==> src/source/xfcp_i2c_pkg.sv <==
// xfcp i2c port shared constants and stream payload types
`default_nettype none

package xfcp_i2c_pkg;

    // frame framing bytes
    localparam logic [7:0] START_TAG = 8'hFF;
    localparam logic [7:0] I2C_REQ   = 8'h2C;
    localparam logic [7:0] I2C_RESP  = 8'h2D;

    localparam logic [7:0] CMD_STATUS   = 8'h40;
    localparam logic [7:0] CMD_PRESCALE = 8'h60;

    // quarter bit period in clk cycles, minus one
    localparam logic [15:0] DEFAULT_PRESCALE = 16'd78;

    typedef struct packed {
        logic [7:0] data;
        logic       last;
        logic       user;
    } xfcp_beat_t;

    typedef struct packed {
        logic [6:0] address;
        logic       start;
        logic       read;
        logic       write;
        logic       stop;
        logic [7:0] wr_data;
    } i2c_cmd_t;

    // bit 0 is busy
    typedef struct packed {
        logic [3:0] reserved;
        logic       missed_ack;
        logic       bus_active;
        logic       bus_control;
        logic       busy;
    } i2c_status_t;

endpackage

`default_nettype wire

==> src/source/stream_reg.sv <==
// two-entry skid register for a valid/ready stream of any payload type
`timescale 1ns/1ns
`default_nettype none

module stream_reg #(
    parameter type payload_t = logic [7:0]
) (
    input  wire logic     clk,
    input  wire logic     rst,

    input  wire payload_t in_data_i,
    input  wire logic     in_valid_i,
    output logic          in_ready_o,

    output payload_t      out_data_o,
    output logic          out_valid_o,
    input  wire logic     out_ready_i
);

    payload_t main_q;
    payload_t skid_q;
    logic     main_valid_q;
    logic     skid_valid_q;
    logic     in_ready_q;
    logic     in_fire;
    logic     out_free;

    assign in_fire  = in_valid_i && in_ready_q;
    assign out_free = !main_valid_q || out_ready_i;

    assign in_ready_o  = in_ready_q;
    assign out_data_o  = main_q;
    assign out_valid_o = main_valid_q;

    always_ff @(posedge clk) begin
        if (out_free) begin
            // skid entry drains first to keep order
            main_valid_q <= skid_valid_q || in_fire;
            main_q       <= skid_valid_q ? skid_q : in_data_i;
            skid_valid_q <= 1'b0;
        end else if (in_fire) begin
            skid_q       <= in_data_i;
            skid_valid_q <= 1'b1;
        end

        // ready drops only once the skid entry will be full
        in_ready_q <= out_free || !(skid_valid_q || in_fire);

        if (rst) begin
            main_valid_q <= 1'b0;
            skid_valid_q <= 1'b0;
            in_ready_q   <= 1'b0;
        end
    end

endmodule

`default_nettype wire

==> src/source/xfcp_frame_parser.sv <==
// xfcp frame parser: decodes i2c command bytes and builds the response stream
`timescale 1ns/1ns
`default_nettype none

module xfcp_frame_parser
    import xfcp_i2c_pkg::*;
(
    input  wire logic        clk,
    input  wire logic        rst,

    input  wire logic [7:0]  ds_data_i,
    input  wire logic        ds_last_i,
    input  wire logic        ds_valid_i,
    output logic             ds_ready_o,

    output xfcp_beat_t       beat_o,
    output logic             beat_valid_o,
    input  wire logic        beat_ready_i,

    output i2c_cmd_t         cmd_o,
    output logic             cmd_valid_o,
    input  wire logic        cmd_ready_i,

    input  wire logic [7:0]  rd_data_i,
    input  wire logic        rd_valid_i,
    output logic             rd_ready_o,

    input  wire logic        busy_i,
    input  wire logic        bus_control_i,
    input  wire logic        missed_ack_i,

    output logic [15:0]      prescale_o
);

    typedef enum logic [3:0] {
        S_IDLE,
        S_TYPE,
        S_CMD,
        S_STATUS,
        S_PRE_L,
        S_PRE_H,
        S_WR_DATA,
        S_RD_DATA,
        S_DRAIN
    } state_t;

    state_t      state_q;
    state_t      state_n;
    logic        last_q;
    logic        cmd_valid_q;
    logic        missed_q;
    logic [6:0]  addr_q;
    logic [15:0] prescale_q;
    i2c_cmd_t    cmd_q;
    i2c_status_t status;
    logic        ds_fire;
    logic        beat_fire;
    logic        is_op;
    logic        is_read;
    logic        is_write;

    assign ds_fire   = ds_valid_i && ds_ready_o;
    assign beat_fire = beat_valid_o && beat_ready_i;

    // bus operation bytes have the top three bits clear
    assign is_op    = ds_data_i[7:5] == 3'b000;
    assign is_read  = is_op && ds_data_i[1];
    assign is_write = is_op && ds_data_i[2] && !ds_data_i[1];

    assign cmd_o       = cmd_q;
    assign cmd_valid_o = cmd_valid_q;
    assign prescale_o  = prescale_q;

    always_comb begin
        status             = '0;
        status.busy        = busy_i;
        status.bus_control = bus_control_i;
        status.missed_ack  = missed_q;

        state_n      = state_q;
        ds_ready_o   = 1'b0;
        rd_ready_o   = 1'b0;
        beat_valid_o = 1'b0;
        beat_o.data  = ds_data_i;
        beat_o.last  = ds_last_i;
        beat_o.user  = 1'b0;

        case (state_q)
            S_IDLE: begin
                ds_ready_o   = beat_ready_i;
                beat_valid_o = ds_valid_i && ds_data_i == START_TAG && !ds_last_i;
                if (ds_fire && !ds_last_i) begin
                    state_n = (ds_data_i == START_TAG) ? S_TYPE : S_DRAIN;
                end
            end
            S_TYPE: begin
                ds_ready_o   = beat_ready_i;
                beat_valid_o = ds_valid_i;
                if (ds_data_i == I2C_REQ && !ds_last_i) begin
                    beat_o.data = I2C_RESP;
                    if (ds_fire) begin
                        state_n = S_CMD;
                    end
                end else begin
                    // error beat closes the response
                    beat_o.data = 8'h00;
                    beat_o.last = 1'b1;
                    beat_o.user = 1'b1;
                    if (ds_fire) begin
                        state_n = ds_last_i ? S_IDLE : S_DRAIN;
                    end
                end
            end
            S_CMD: begin
                ds_ready_o   = beat_ready_i && !cmd_valid_q;
                beat_valid_o = ds_valid_i && !cmd_valid_q;
                // a reply byte follows, so last moves to it
                if (ds_data_i == CMD_STATUS || is_read) begin
                    beat_o.last = 1'b0;
                end
                if (ds_fire) begin
                    if (ds_data_i == CMD_STATUS) begin
                        state_n = S_STATUS;
                    end else if (ds_data_i == CMD_PRESCALE && !ds_last_i) begin
                        state_n = S_PRE_L;
                    end else if (is_read) begin
                        state_n = S_RD_DATA;
                    end else if (is_write && !ds_last_i) begin
                        state_n = S_WR_DATA;
                    end else if (ds_last_i) begin
                        state_n = S_IDLE;
                    end
                end
            end
            S_STATUS: begin
                // report only once the engine has finished
                beat_o.data  = status;
                beat_o.last  = last_q;
                beat_valid_o = !cmd_valid_q && !busy_i;
                if (beat_fire) begin
                    state_n = last_q ? S_IDLE : S_CMD;
                end
            end
            S_PRE_L, S_PRE_H, S_WR_DATA: begin
                ds_ready_o   = beat_ready_i;
                beat_valid_o = ds_valid_i;
                if (ds_fire) begin
                    if (ds_last_i) begin
                        state_n = S_IDLE;
                    end else begin
                        state_n = (state_q == S_PRE_L) ? S_PRE_H : S_CMD;
                    end
                end
            end
            S_RD_DATA: begin
                rd_ready_o   = beat_ready_i;
                beat_o.data  = rd_data_i;
                beat_o.last  = last_q;
                beat_valid_o = rd_valid_i;
                if (beat_fire) begin
                    state_n = last_q ? S_IDLE : S_CMD;
                end
            end
            S_DRAIN: begin
                ds_ready_o = 1'b1;
                if (ds_fire && ds_last_i) begin
                    state_n = S_IDLE;
                end
            end
            default: begin
                state_n = S_IDLE;
            end
        endcase
    end

    always_ff @(posedge clk) begin
        state_q <= state_n;

        if (ds_fire) begin
            last_q <= ds_last_i;
        end

        if (cmd_valid_q && cmd_ready_i) begin
            cmd_valid_q <= 1'b0;
        end

        // sticky until reported
        missed_q <= missed_q || missed_ack_i;
        if (state_q == S_STATUS && beat_fire) begin
            missed_q <= missed_ack_i;
        end

        if (ds_fire) begin
            case (state_q)
                S_CMD: begin
                    if (ds_data_i[7]) begin
                        addr_q <= ds_data_i[6:0];
                    end
                    if (is_op) begin
                        cmd_q.address <= addr_q;
                        cmd_q.start   <= ds_data_i[0];
                        cmd_q.read    <= ds_data_i[1];
                        cmd_q.write   <= is_write;
                        cmd_q.stop    <= ds_data_i[3];
                        // writes go out with their data byte
                        cmd_valid_q   <= |ds_data_i[3:0] && !is_write;
                    end
                end
                S_PRE_L: prescale_q[7:0] <= ds_data_i;
                S_PRE_H: prescale_q[15:8] <= ds_data_i;
                S_WR_DATA: begin
                    cmd_q.wr_data <= ds_data_i;
                    cmd_valid_q   <= 1'b1;
                end
                default: begin
                end
            endcase
        end

        if (rst) begin
            state_q     <= S_IDLE;
            cmd_valid_q <= 1'b0;
            missed_q    <= 1'b0;
            addr_q      <= 7'd0;
            prescale_q  <= DEFAULT_PRESCALE;
        end
    end

endmodule

`default_nettype wire

==> src/source/i2c_byte_engine.sv <==
// i2c master bit sequencer for start, single byte write or read, and stop
`timescale 1ns/1ns
`default_nettype none

module i2c_byte_engine
    import xfcp_i2c_pkg::*;
(
    input  wire logic        clk,
    input  wire logic        rst,

    input  wire i2c_cmd_t    cmd_i,
    input  wire logic        cmd_valid_i,
    output logic             cmd_ready_o,

    output logic [7:0]       rd_data_o,
    output logic             rd_valid_o,
    input  wire logic        rd_ready_i,

    input  wire logic [15:0] prescale_i,

    input  wire logic        scl_i,
    input  wire logic        sda_i,
    output logic             scl_o,
    output logic             sda_o,

    output logic             busy_o,
    output logic             bus_control_o,
    output logic             missed_ack_o
);

    typedef enum logic [2:0] {
        E_IDLE,
        E_START,
        E_ADDR,
        E_WRITE,
        E_READ,
        E_STOP
    } elem_t;

    elem_t       elem_q;
    elem_t       elem_n;
    logic [1:0]  q_q;
    logic [15:0] cnt_q;
    logic [3:0]  bit_q;
    logic [8:0]  sh_q;
    logic [8:0]  sh_n;
    i2c_cmd_t    cmd_q;
    i2c_cmd_t    cmd_in;
    i2c_cmd_t    cur_cmd;
    logic [7:0]  rd_data_q;
    logic        rd_valid_q;
    logic        scl_q;
    logic        sda_q;
    logic        sda_lvl;
    logic        bus_q;
    logic        missed_q;
    logic        stretch;
    logic        q_done;
    logic        elem_done;
    logic        cmd_fire;

    // element that follows cur in the command
    function automatic elem_t next_elem(elem_t cur, i2c_cmd_t c);
        elem_t n;
        n = E_IDLE;
        if (cur == E_IDLE && c.start) begin
            n = E_START;
        end else if (cur == E_START && (c.read || c.write)) begin
            n = E_ADDR;
        end else if ((cur == E_IDLE || cur == E_ADDR) && c.read) begin
            n = E_READ;
        end else if ((cur == E_IDLE || cur == E_ADDR) && c.write) begin
            n = E_WRITE;
        end else if (cur != E_STOP && c.stop) begin
            n = E_STOP;
        end
        return n;
    endfunction

    always_comb begin
        cmd_in = cmd_i;
        // a transfer on a free bus needs its own start
        if (!bus_q && (cmd_i.read || cmd_i.write)) begin
            cmd_in.start = 1'b1;
        end
        cur_cmd = (elem_q == E_IDLE) ? cmd_in : cmd_q;
        elem_n  = next_elem(elem_q, cur_cmd);

        case (elem_n)
            E_ADDR: sh_n = {cur_cmd.address, cur_cmd.read, 1'b1};
            E_WRITE: sh_n = {cur_cmd.wr_data, 1'b1};
            default: sh_n = '1;
        endcase

        // start and stop move sda while scl is high
        case (elem_q)
            E_START: sda_lvl = q_q != 2'd3;
            E_STOP: sda_lvl = q_q == 2'd3;
            E_READ: sda_lvl = 1'b1;
            default: sda_lvl = sh_q[8];
        endcase
    end

    // target holding scl low stretches the clock
    assign stretch   = scl_q && !scl_i;
    assign q_done    = (elem_q != E_IDLE) && (cnt_q == '0) && !stretch;
    assign elem_done = q_done && q_q == 2'd3 &&
                       (elem_q == E_START || elem_q == E_STOP || bit_q == 4'd8);
    assign cmd_ready_o = (elem_q == E_IDLE) && !rd_valid_q;
    assign cmd_fire    = cmd_valid_i && cmd_ready_o;

    assign scl_o         = scl_q;
    assign sda_o         = sda_q;
    assign rd_data_o     = rd_data_q;
    assign rd_valid_o    = rd_valid_q;
    assign busy_o        = (elem_q != E_IDLE) || cmd_valid_i;
    assign bus_control_o = bus_q;
    assign missed_ack_o  = missed_q;

    always_ff @(posedge clk) begin
        missed_q <= 1'b0;
        if (rd_valid_q && rd_ready_i) begin
            rd_valid_q <= 1'b0;
        end

        if (cmd_fire || elem_done) begin
            if (cmd_fire) begin
                cmd_q <= cmd_in;
            end
            if (elem_q == E_ADDR || elem_q == E_WRITE) begin
                missed_q <= sda_i;
            end
            if (elem_q == E_READ) begin
                rd_data_q  <= sh_q[7:0];
                rd_valid_q <= 1'b1;
            end
            if (elem_q == E_STOP) begin
                bus_q <= 1'b0;
            end
            if (elem_n == E_START) begin
                bus_q <= 1'b1;
            end
            elem_q <= elem_n;
            // idle bus already has both lines high
            q_q    <= (elem_n == E_START && !bus_q) ? 2'd2 : 2'd0;
            cnt_q  <= prescale_i;
            bit_q  <= 4'd0;
            sh_q   <= sh_n;
        end else if (q_done) begin
            q_q   <= q_q + 2'd1;
            cnt_q <= prescale_i;
            if (q_q == 2'd3) begin
                bit_q <= bit_q + 4'd1;
                sh_q  <= {sh_q[7:0], sda_i};
            end
        end else if (elem_q != E_IDLE && !stretch) begin
            cnt_q <= cnt_q - 16'd1;
        end

        // q0 and q1 hold scl low, q2 and q3 release it
        if (elem_q != E_IDLE) begin
            scl_q <= q_q[1];
            if (q_q != 2'd0) begin
                sda_q <= sda_lvl;
            end
        end

        if (rst) begin
            elem_q     <= E_IDLE;
            rd_valid_q <= 1'b0;
            missed_q   <= 1'b0;
            bus_q      <= 1'b0;
            scl_q      <= 1'b1;
            sda_q      <= 1'b1;
        end
    end

endmodule

`default_nettype wire

==> src/source/xfcp_i2c_top.sv <==
// xfcp i2c command port: frame parser, stream slices and i2c byte engine
`timescale 1ns/1ns
`default_nettype none

module xfcp_i2c_top
    import xfcp_i2c_pkg::*;
(
    input  wire logic       clk,
    input  wire logic       rst,

    input  wire logic [7:0] ds_data_i,
    input  wire logic       ds_last_i,
    input  wire logic       ds_valid_i,
    output logic            ds_ready_o,

    output logic [7:0]      us_data_o,
    output logic            us_last_o,
    output logic            us_user_o,
    output logic            us_valid_o,
    input  wire logic       us_ready_i,

    input  wire logic       scl_i,
    input  wire logic       sda_i,
    output logic            scl_o,
    output logic            sda_o
);

    xfcp_beat_t  beat;
    xfcp_beat_t  us_beat;
    logic        beat_valid;
    logic        beat_ready;
    i2c_cmd_t    cmd;
    i2c_cmd_t    eng_cmd;
    logic        cmd_valid;
    logic        cmd_ready;
    logic        eng_cmd_valid;
    logic        eng_cmd_ready;
    logic [7:0]  rd_data;
    logic        rd_valid;
    logic        rd_ready;
    logic        busy;
    logic        bus_control;
    logic        missed_ack;
    logic [15:0] prescale;

    assign us_data_o = us_beat.data;
    assign us_last_o = us_beat.last;
    assign us_user_o = us_beat.user;

    xfcp_frame_parser u_parser (
        .clk           (clk),
        .rst           (rst),
        .ds_data_i     (ds_data_i),
        .ds_last_i     (ds_last_i),
        .ds_valid_i    (ds_valid_i),
        .ds_ready_o    (ds_ready_o),
        .beat_o        (beat),
        .beat_valid_o  (beat_valid),
        .beat_ready_i  (beat_ready),
        .cmd_o         (cmd),
        .cmd_valid_o   (cmd_valid),
        .cmd_ready_i   (cmd_ready),
        .rd_data_i     (rd_data),
        .rd_valid_i    (rd_valid),
        .rd_ready_o    (rd_ready),
        .busy_i        (busy),
        .bus_control_i (bus_control),
        .missed_ack_i  (missed_ack),
        .prescale_o    (prescale)
    );

    // response path toward the host
    stream_reg #(
        .payload_t (xfcp_beat_t)
    ) u_us_reg (
        .clk         (clk),
        .rst         (rst),
        .in_data_i   (beat),
        .in_valid_i  (beat_valid),
        .in_ready_o  (beat_ready),
        .out_data_o  (us_beat),
        .out_valid_o (us_valid_o),
        .out_ready_i (us_ready_i)
    );

    stream_reg #(
        .payload_t (i2c_cmd_t)
    ) u_cmd_reg (
        .clk         (clk),
        .rst         (rst),
        .in_data_i   (cmd),
        .in_valid_i  (cmd_valid),
        .in_ready_o  (cmd_ready),
        .out_data_o  (eng_cmd),
        .out_valid_o (eng_cmd_valid),
        .out_ready_i (eng_cmd_ready)
    );

    i2c_byte_engine u_engine (
        .clk           (clk),
        .rst           (rst),
        .cmd_i         (eng_cmd),
        .cmd_valid_i   (eng_cmd_valid),
        .cmd_ready_o   (eng_cmd_ready),
        .rd_data_o     (rd_data),
        .rd_valid_o    (rd_valid),
        .rd_ready_i    (rd_ready),
        .prescale_i    (prescale),
        .scl_i         (scl_i),
        .sda_i         (sda_i),
        .scl_o         (scl_o),
        .sda_o         (sda_o),
        .busy_o        (busy),
        .bus_control_o (bus_control),
        .missed_ack_o  (missed_ack)
    );

endmodule

`default_nettype wire

==> config.mk <==
export PLATFORM = sky130hd
export DESIGN_NAME = xfcp_i2c_top
export DESIGN_NICKNAME = d
export VERILOG_FILES = /design/src/source/xfcp_i2c_pkg.sv /design/src/source/stream_reg.sv /design/src/source/xfcp_frame_parser.sv /design/src/source/i2c_byte_engine.sv /design/src/source/xfcp_i2c_top.sv
export SDC_FILE = /design/constraint.sdc
export NUM_CORES = 1
export LEC_CHECK = 0
export ABC_AREA = 1
export BUFFER_PORTS_ARGS = -buffer_cell sky130_fd_sc_hd__buf_2
export CORE_UTILIZATION = 41
export DETAILED_ROUTE_END_ITERATION = 8
export SYNTH_ARGS = -nofsm -noshare
export SYNTH_HDL_FRONTEND = slang
export SYNTH_SLANG_ARGS = --single-unit
==> constraint.sdc <==
create_clock -name clk -period 5.6 [get_ports clk]
set_input_delay 0.56 -clock clk [delete_from_list [all_inputs] [get_ports clk]]
set_output_delay 0.56 -clock clk [all_outputs]
set_load 0.05 [all_outputs]
==> metrics.yaml, run 1 <==
status: "finished clean"
yosysSeqAreaShare_pct: 61.81
reg2reg_to: "u_engine.cnt_q[7]"
yosysTopAreaCellShare_pct: 49.88
syn_avg_cell_area_um2: 9.676
ios: 29
internal_power_mw: 2.339
p_switching_mw: 0.8477
cp.required_ns: 5.65
wl_per_cell_um: 16.18
arrival_ns: 3.11
die_w_um: 140.7
clock_path_buffers: 2
min_from: "ds_last_i"
grt_setup_unrepaired: "no"
antenna_found_initial: 0
grt_overflow: 0
cts_tree: "done"
wl_mm: 17.62
hold_path.class: "primary input to flip-flop"
leakage_nw: 3.601
drt_iter0_drc: 493
ant_nets: 0
core_area_mm2: 0.01877
dp_hpwl_mm: 12.48
slew_viol_final: 0
max_slew_margin_pct: 32.74
ys_ff_latch: 178
switching_share_pct: 26.60
synth_area_leaders: "edfxtp_1 50%, dfxtp_1 12%, nand2_1 11%"
grt_usage_pct: 19.06
vias_per_cell: 5.047
synth.distinct_cells: 45
critical_path.reg2reg.startpoint: "u_engine.elem_q[0]"
antennaDiodeCount: 0
gp_congestion: 0.9243
min_period_over_period_pct: 54.54
vias: 5496
cts_resized: 0
numCtsBuffers: 17
io_buffers: 28
multiInputGateArea_mm2: 0.002559
syn_nets: 836
final-setup-viol-count: 0
period_needed_ns: 3.054
hold_viol_final: 0
p_clk_share_pct: 39.0
met3_usage_pct: 3.702
dr.pass1.iters: 5
cap_violations: 0
design_area_mm2: 0.008843
drive_gt1_share_pct: 11.46
use_met1_pct: 26.87
final_nets: 863
die_y_um: 140.7
ir_worst_vdd_v: 0.0002140
grt-busiest-layer: "met2"
place_area_mm2: 0.008219
share_seq_of_total_power_pct: 46.9
drc: 0
cts-root-buf: "clkbuf_16"
netlist_instances: 815
grt_max_degree: 30
path_class: "flip-flop to flip-flop"
crit_end: "u_engine.cnt_q[7]"
yosysTopAreaCell: "edfxtp_1"
cts_hold_buf: 0
fmax_ghz: 0.3274
p_per_area_mw_per_mm2: 360.3
area_growth_pct: 12.14
clkTransAtPathRegs_ns: 0.07
regArea_mm2: 0.004875
startpoint: "u_engine.elem_q[0]"
grt_pass1_wl_mm: 28.50
tns_ns: 0
initial_core_util_pct: 42.02
fillers: 1789
fp-row-count: 50
p_comb_share_pct: 14.1
cts.sinks: 178
clk_latency_ns: 0.43
reg2regPathDepth: 7
first_global_vias: 5268
endpoint_kind: "flip-flop"
grtUsageMet2_pct: 29.07
die-area_mm2: 0.01979
yosysWarnings: 0
h-tree-depth: 4
syn_area_mm2: 0.007886
clock_skew_ns: 0.01063
ff2ff_setup_slack_ns: 2.55
worstSetupStartpointType: "flip-flop"
cp_max_fo: 24
cts_setup_buffers: 0
tightest_slew_ns: 1.008
-- how the worst min path moves through the flow --
stage,endpoint,slack (ns),depth (start not counted)
2_1_floorplan,u_parser.cmd_o[18],0.40,0
3_3_place_gp,u_parser.cmd_o[13],0.41,0
3_5_place_dp,u_parser.cmd_o[15],0.42,0
4_1_cts,u_parser.last_q,0.38,1
5_1_grt,u_parser.last_q,0.39,1
6_report,u_parser.last_q,0.40,1
-- layout make-up --
type | instances | share of cell area, %
Sequential cell | 178 | 55.12
Timing Repair Buffer | 30 | 1.754
Clock inverter | 8 | 1.387
Multi-Input combinational cell | 527 | 28.93
Inverter | 88 | 3.820
Tap cell | 234 | 3.311
Clock buffer | 24 | 5.673
-- worst max-delay path, cell delays in order, from the launching register on --
cell	delay, ns
dfxtp_1	0.35
nor2_4	0.17
nand2_4	0.20
nor3_4	0.77
inv_2	0.08
nand2_2	0.26
nand2_4	0.21
nand2_1	0.63
-- placed cells by master (no fill, tap or decap), types with 3 or more instances in the layout --
master / n
clkbuf_8: 5
nand2_4: 4
inv_1: 80
nand3_1: 56
bufinv_16: 3
o21ai_0: 41
nor3_1: 8
nor2_1: 67
nand3_2: 3
o21ai_2: 7
inv_2: 5
a21oi_1: 36
buf_2: 28
clkbuf_16: 17
nand2_1: 236
o21ai_1: 5
or2_2: 3
ha_1: 6
xor2_1: 9
o211ai_1: 5
dfxtp_1: 47
edfxtp_1: 131
xnor2_1: 3
nand4_1: 10
nor2_4: 4
-- metrics by stage --
stage,worst slack [ns],power (mW),cells,util (%),hold WS (ns)
2_1_floorplan,2.108,1.855,815,-,0.4030
3_3_place_gp,2.619,1.969,1057,43.79,0.4143
3_5_place_dp,2.537,1.970,1057,43.79,0.4191
4_1_cts,2.525,3.204,1089,47.12,0.3833
5_1_grt,2.264,3.305,1089,47.12,0.3904
6_report,2.546,3.186,1089,47.12,0.3992
-- power by group through the flow --
stage / Clock (mW) / Combinational (mW) / Sequential (mW)
after floorplan: 0 / 0.249 / 1.61
after global placement: 0 / 0.445 / 1.52
after detailed placement: 0 / 0.446 / 1.52
after CTS: 1.26 / 0.447 / 1.50
after global routing: 1.31 / 0.495 / 1.50
final: 1.24 / 0.448 / 1.50
-- logic make-up after synthesis --
| kind of cell | Yosys count | synth area share [%] |
|---|---|---|
| AO/OA/AOI/OAI | 108 | 7.901 |
| XOR/XNOR | 12 | 1.333 |
| buffers and inverters | 110 | 5.791 |
| adder cells (fa/ha/maj) | 6 | 0.9519 |
| flip-flops | 178 | 61.81 |
| AND/OR/NAND/NOR | 401 | 22.21 |
-- routing by layer --
| layer | up-vias | routed length (um) |
|---|---|---|
| met5 | - | 0 |
| met4 | 0 | 373 |
| met3 | 27 | 821 |
| met2 | 127 | 7858 |
| met1 | 2558 | 8566 |
| li1 | 2784 | - |
-- sequential cells by signal (all words and copies together) (netlist names), 8 cells and up --
register and flops:
u_parser.cmd_o 19, u_cmd_reg.skid_q 19, u_engine.cmd_q 18, u_parser.prescale_o 16
u_cmd_reg.out_data_o 19, u_engine.cnt_q 16, u_engine.rd_data_o 8, u_us_reg.skid_q 10
u_us_reg.out_data_o 10, u_engine.sh_q 9
-- synth_stat cells (all sizes together) --
master and count:
dfxtp 47, o21a 1, clkbuf 8, nor3 10, nor2 73, clkinv 1, nand3 59, a22o 2
or2 3, a32oi 1, or4 1, xor2 9, nor4 3, nand2 242, edfxtp 131, o22ai 2
buf 14, ha 6, xnor2 3, o21ai 53, a211oi 1, a21oi 38, o211ai 5, inv 87
o311ai 1, a31oi 4, nand4 10
Power figures use the tool's default switching activity.
==> run 2, diff against run 1 <==
==> constraint.sdc (replaced) <==
create_clock -name clk -period 2.55 [get_ports clk]
set_input_delay 0.255 -clock clk [delete_from_list [all_inputs] [get_ports clk]]
set_output_delay 0.255 -clock clk [all_outputs]
set_load 0.05 [all_outputs]
==> metrics.yaml, run 2 (synthesized netlist as in run 1, its figures left out) <==
wl_per_cell_um: 16.05
cp_max_fo: 5
endpoint_kind: "flip-flop"
fmax_ghz: 0.4462
drc: 0
die_w_um: 140.7
final_cell_mix: "236 x nand2_1, 131 x edfxtp_1, 80 x inv_1"
cts.sinks: 178
grt_overflow: 0
final_cells: 1103
grt_setup_unrepaired: "no"
layout_commonest_cell: "nand2_1"
leakage_nw: 3.637
antennaDiodeCount: 0
crit_chain: "nor2_2 > nand2_1 > nor3_1 > nand2_1 > nor2_1 > nand2_1 > o21ai_0 > a31oi_2"
dr.pass1.iters: 5
min_period_over_period_pct: 87.89
final-setup-viol-count: 0
max_slew_margin_pct: 34.11
p_per_area_mw_per_mm2: 759.2
cts_resized: 0
use_met1_pct: 27.90
drt_iter0_drc: 437
gp_congestion: 0.8982
area_growth_pct: 12.72
io_buffers: 28
core_area_mm2: 0.01877
wl_mm: 17.70
first_global_vias: 5284
grtUsageMet2_pct: 29.17
clock_path_buffers: 2
die_y_um: 140.7
grt_max_degree: 30
cts_tree: "done"
slew_viol_final: 0
antenna_found_initial: 0
status: "finished clean"
fp-row-count: 50
tightest_slew_ns: 0.9872
cts_hold_buf: 0
clock_skew_ns: 0.009517
cts_setup_buffers: 0
drive_gt1_share_pct: 13.00
worstSetupStartpointType: "flip-flop"
place_area_mm2: 0.008324
grt_usage_pct: 19.25
path_class: "flip-flop to flip-flop"
grt-busiest-layer: "met2"
numCtsBuffers: 17
hold_viol_final: 0
ir_worst_vdd_v: 0.0005173
vias: 5543
crit_path_frequent_cell: "nand2_1"
critical_path.n_buffers_inverters: 0
ios: 29
clkTransAtPathRegs_ns: 0.07
vias_per_cell: 5.025
dp_hpwl_mm: 12.66
cts-root-buf: "clkbuf_16"
initial_core_util_pct: 42.02
tns_ns: 0
arrival_ns: 2.41
ant_nets: 0
cp.required_ns: 2.71
clk_latency_ns: 0.43
met3_usage_pct: 3.702
dpl.cell_count: 1071
period_needed_ns: 2.241
die-area_mm2: 0.01979
final_nets: 877
slowest_delay_ns: 0.45
utilization_pct: 47.37
h-tree-depth: 4
grt_pass1_wl_mm: 28.68
cap_violations: 0
cpLargestDelayFamily: "simple AND/OR/NAND/NOR gates"
design_area_mm2: 0.008890
cpMaxStageDelayCell: "edfxtp_1"
hold_path.class: "primary input to flip-flop"
run 2: changes by cell type in the layout (fill, tap and decap cells not counted), sizes merged:
cell	change
clkinvlp	+2
clkbuf	-4
buf	+14
bufinv	-2
clkinv	+4
run 2: final timing paths:
path / from / end / slack (ns) / depth (start not counted)
setup / recovery: u_engine.cnt_q[4] / u_engine.cnt_q[13] / 0.31 / 8
hold / removal: ds_last_i / u_parser.last_q / 0.10 / 1
setup reg to reg: u_engine.cnt_q[4] / u_engine.cnt_q[13] / 0.31 / 8
hold reg to reg: u_parser.addr_q[6] / u_parser.cmd_o[18] / 0.43 / 0
run 2: per-stage QoR:
step	power, mW	setup slack (ns)	hold slack, ns
5_1_grt	7.034	0.06419	0.1042
6_report	6.749	0.3088	0.1047
2_1_floorplan	4.074	0.05689	0.3241
4_1_cts	6.792	0.3162	0.08416
3_5_place_dp	4.331	0.3230	0.4125
3_3_place_gp	4.328	0.3598	0.4149
run 2: final cells by class:
| type | count | area [um2] |
|---|---|---|
| Timing Repair Buffer | 44 | 260.3 |
| Sequential cell | 178 | 4875 |
| Clock inverter | 12 | 108.9 |
| Inverter | 88 | 337.8 |
| Multi-Input combinational cell | 527 | 2559 |
| Tap cell | 234 | 292.8 |
| Fill cell | 1761 | 9878 |
| Clock buffer | 20 | 456.7 |
run 2: report_power, final:
part	internal, mW	total (mW)	switching [mW]
logic	0.249	0.984	0.735
registers	3.22	3.28	0.0660
clock network	1.40	2.48	1.09
total	4.86	6.75	1.89
run 2: routing by layer:
metal  up-vias  part of all wire (%)
met5         -                     0
met4         0                   1.1
met3        17                   4.8
met2       132                    45
met1      2583                    49
li1       2811                     -
==> run 3, diff against run 2 <==
--- a/config.mk
+++ b/config.mk
@@ -9,6 +9,8 @@
 export BUFFER_PORTS_ARGS = -buffer_cell sky130_fd_sc_hd__buf_2
 export CORE_UTILIZATION = 41
 export DETAILED_ROUTE_END_ITERATION = 8
+export SLEW_MARGIN = 20
 export SYNTH_ARGS = -nofsm -noshare
 export SYNTH_HDL_FRONTEND = slang
+export SYNTH_HIERARCHICAL = 1
 export SYNTH_SLANG_ARGS = --single-unit
==> metrics.yaml, run 3 <==
status: "finished clean"
h-tree-depth: 4
ys_ff_latch: 178
ant_nets: 0
grt_usage_pct: 19.44
p_per_area_mw_per_mm2: 749.6
syn_area_mm2: 0.008240
core_area_mm2: 0.01959
synth_edf_count: 131
final_cells: 1203
dr.pass1.iters: 5
grt_overflow: 0
wl_per_cell_um: 15.55
async_reset_ff_share_pct: 0
min_period_over_period_pct: 84.96
io_buffers: 28
die_y_um: 143.8
dpl.cell_count: 1171
first_global_vias: 5617
p_switching_mw: 2.109
period_needed_ns: 2.167
layout_commonest_cell: "nand2_1"
cp.required_ns: 2.30
synth-main-ff-cell: "edfxtp_1"
final_cell_mix: "295 x nand2_1, 131 x edfxtp_1, 84 x inv_1"
area_growth_pct: 12.37
cp_max_fo: 6
ys_top_cells_by_count: "295 x nand2_1, 131 x edfxtp_1, 84 x inv_1"
cts.sinks: 178
netlist_instances: 884
fmax_ghz: 0.4616
cts_tree: "done"
clock_path_buffers: 2
slew_viol_final: 0
ios: 29
cts-root-buf: "clkbuf_16"
clk_latency_ns: 0.43
initial_core_util_pct: 42.06
cts_setup_buffers: 0
final_nets: 946
drive_gt1_share_pct: 13.75
syn_avg_cell_area_um2: 9.322
clkTransAtPathRegs_ns: 0.08
vias_per_cell: 4.938
die_w_um: 143.8
switching_share_pct: 30.38
internal_power_mw: 4.833
numCtsBuffers: 17
synth_area_leaders: "edfxtp_1 48%, nand2_1 13%, dfxtp_1 11%"
cap_violations: 0
endpoint_kind: "output port"
worstSetupStartpointType: "flip-flop"
gp_congestion: 0.8595
final-setup-viol-count: 0
syn_nets: 905
leakage_nw: 3.829
hold_path.class: "primary input to flip-flop"
path_class: "flip-flop to output port"
hold_viol_final: 0
pre_cts_slack_ns: 0.4077
ir_worst_vdd_v: 0.0005160
grt_max_degree: 29
synth_most_common_cell: "nand2_1"
synth.distinct_cells: 45
cts_hold_buf: 0
yosysTopAreaCell: "edfxtp_1"
antennaDiodeCount: 0
vias: 5940
drc: 0
drt_iter0_drc: 428
totalPowerFinal_mw: 6.941
wl_mm: 18.71
yosysTopAreaCellShare_pct: 47.74
die-area_mm2: 0.02067
fp-row-count: 51
yosysWarnings: 6
p_clk_share_pct: 37.3
setup_ws_ns: 0.3835
grt_setup_unrepaired: "no"
max_slew_margin_pct: 46.34
clock_skew_ns: 0.01465
p_comb_share_pct: 15.5
yosysSeqAreaShare_pct: 59.16
arrival_ns: 1.91
tns_ns: 0
antenna_found_initial: 0
grt_pass1_wl_mm: 29.63
dp_hpwl_mm: 13.48
share_seq_of_total_power_pct: 47.3
cts_resized: 0
tightest_slew_ns: 0.8040
==> run 3: path summary, 6_finish.rpt <==
path	from	end	slack, ns	depth (start not counted)
setup / recovery	u_parser/state_q[3]	ds_ready_o	0.38	6
hold / removal	ds_data_i[4]	u_parser/cmd_o[4]	0.07	1
setup reg to reg	u_engine/elem_q[0]	u_us_reg/skid_q[3]	0.39	11
hold reg to reg	u_parser/addr_q[4]	u_parser/cmd_o[16]	0.43	0
==> run 3: routing by layer <==
layer	global-route usage (%)	up-vias	wire, um
met5	0	-	0
met1	27.12	2766	9135
met4	7.503	0	374
met2	29.89	147	8335
li1	-	3005	-
met3	3.665	22	864
==> run 3: final cells by class <==
| cell class | count | area [um2] |
|---|---|---|
| timing repair buffer | 43 | 252.7 |
| clock inverter | 15 | 178.9 |
| clock buffer | 17 | 425.4 |
| sequential | 178 | 4875 |
| fill | 1878 | 10330 |
| multi-input combinational | 592 | 2844 |
| inverter | 93 | 352.8 |
| tap | 265 | 331.6 |
==> run 3: power by group through the flow <==
stage | registers, mW | logic, mW | clock network, mW
floorplan | 3.52 | 0.643 | 0
global placement | 3.34 | 1.06 | 0
detailed placement | 3.35 | 1.07 | 0
CTS | 3.28 | 1.07 | 2.65
global route | 3.29 | 1.16 | 2.74
finish | 3.28 | 1.07 | 2.59
==> run 3: kinds of logic after synthesis <==
| family | synth area share, % |
|---|---|
| adder cells (fa/ha/maj) | 0.9110 |
| XOR/XNOR | 1.275 |
| AO/OA/AOI/OAI | 7.000 |
| flip-flops | 59.16 |
| multiplexers | 0.1215 |
| AND/OR/NAND/NOR | 25.21 |
| buffers and inverters | 6.332 |
==> run 3: through the flow <==
| stage | hold WS [ns] | utilization [%] | area [um2] |
|---|---|---|---|
| 2_1_floorplan | 0.3241 | - | 8240 |
| 3_3_place_gp | 0.4087 | 44.18 | 8656 |
| 3_5_place_dp | 0.4091 | 44.18 | 8656 |
| 4_1_cts | 0.05456 | 47.27 | 9260 |
| 5_1_grt | 0.06779 | 47.27 | 9260 |
| 6_report | 0.06908 | 47.27 | 9260 |
==> run 3: critical path: stages, from the launching register on <==
cell,delay (ns)
dfxtp_1,0.39
nor2_2,0.29
nand2_1,0.18
nand3_2,0.15
nand2_2,0.08
nand3_4,0.11
buf_2,0.28
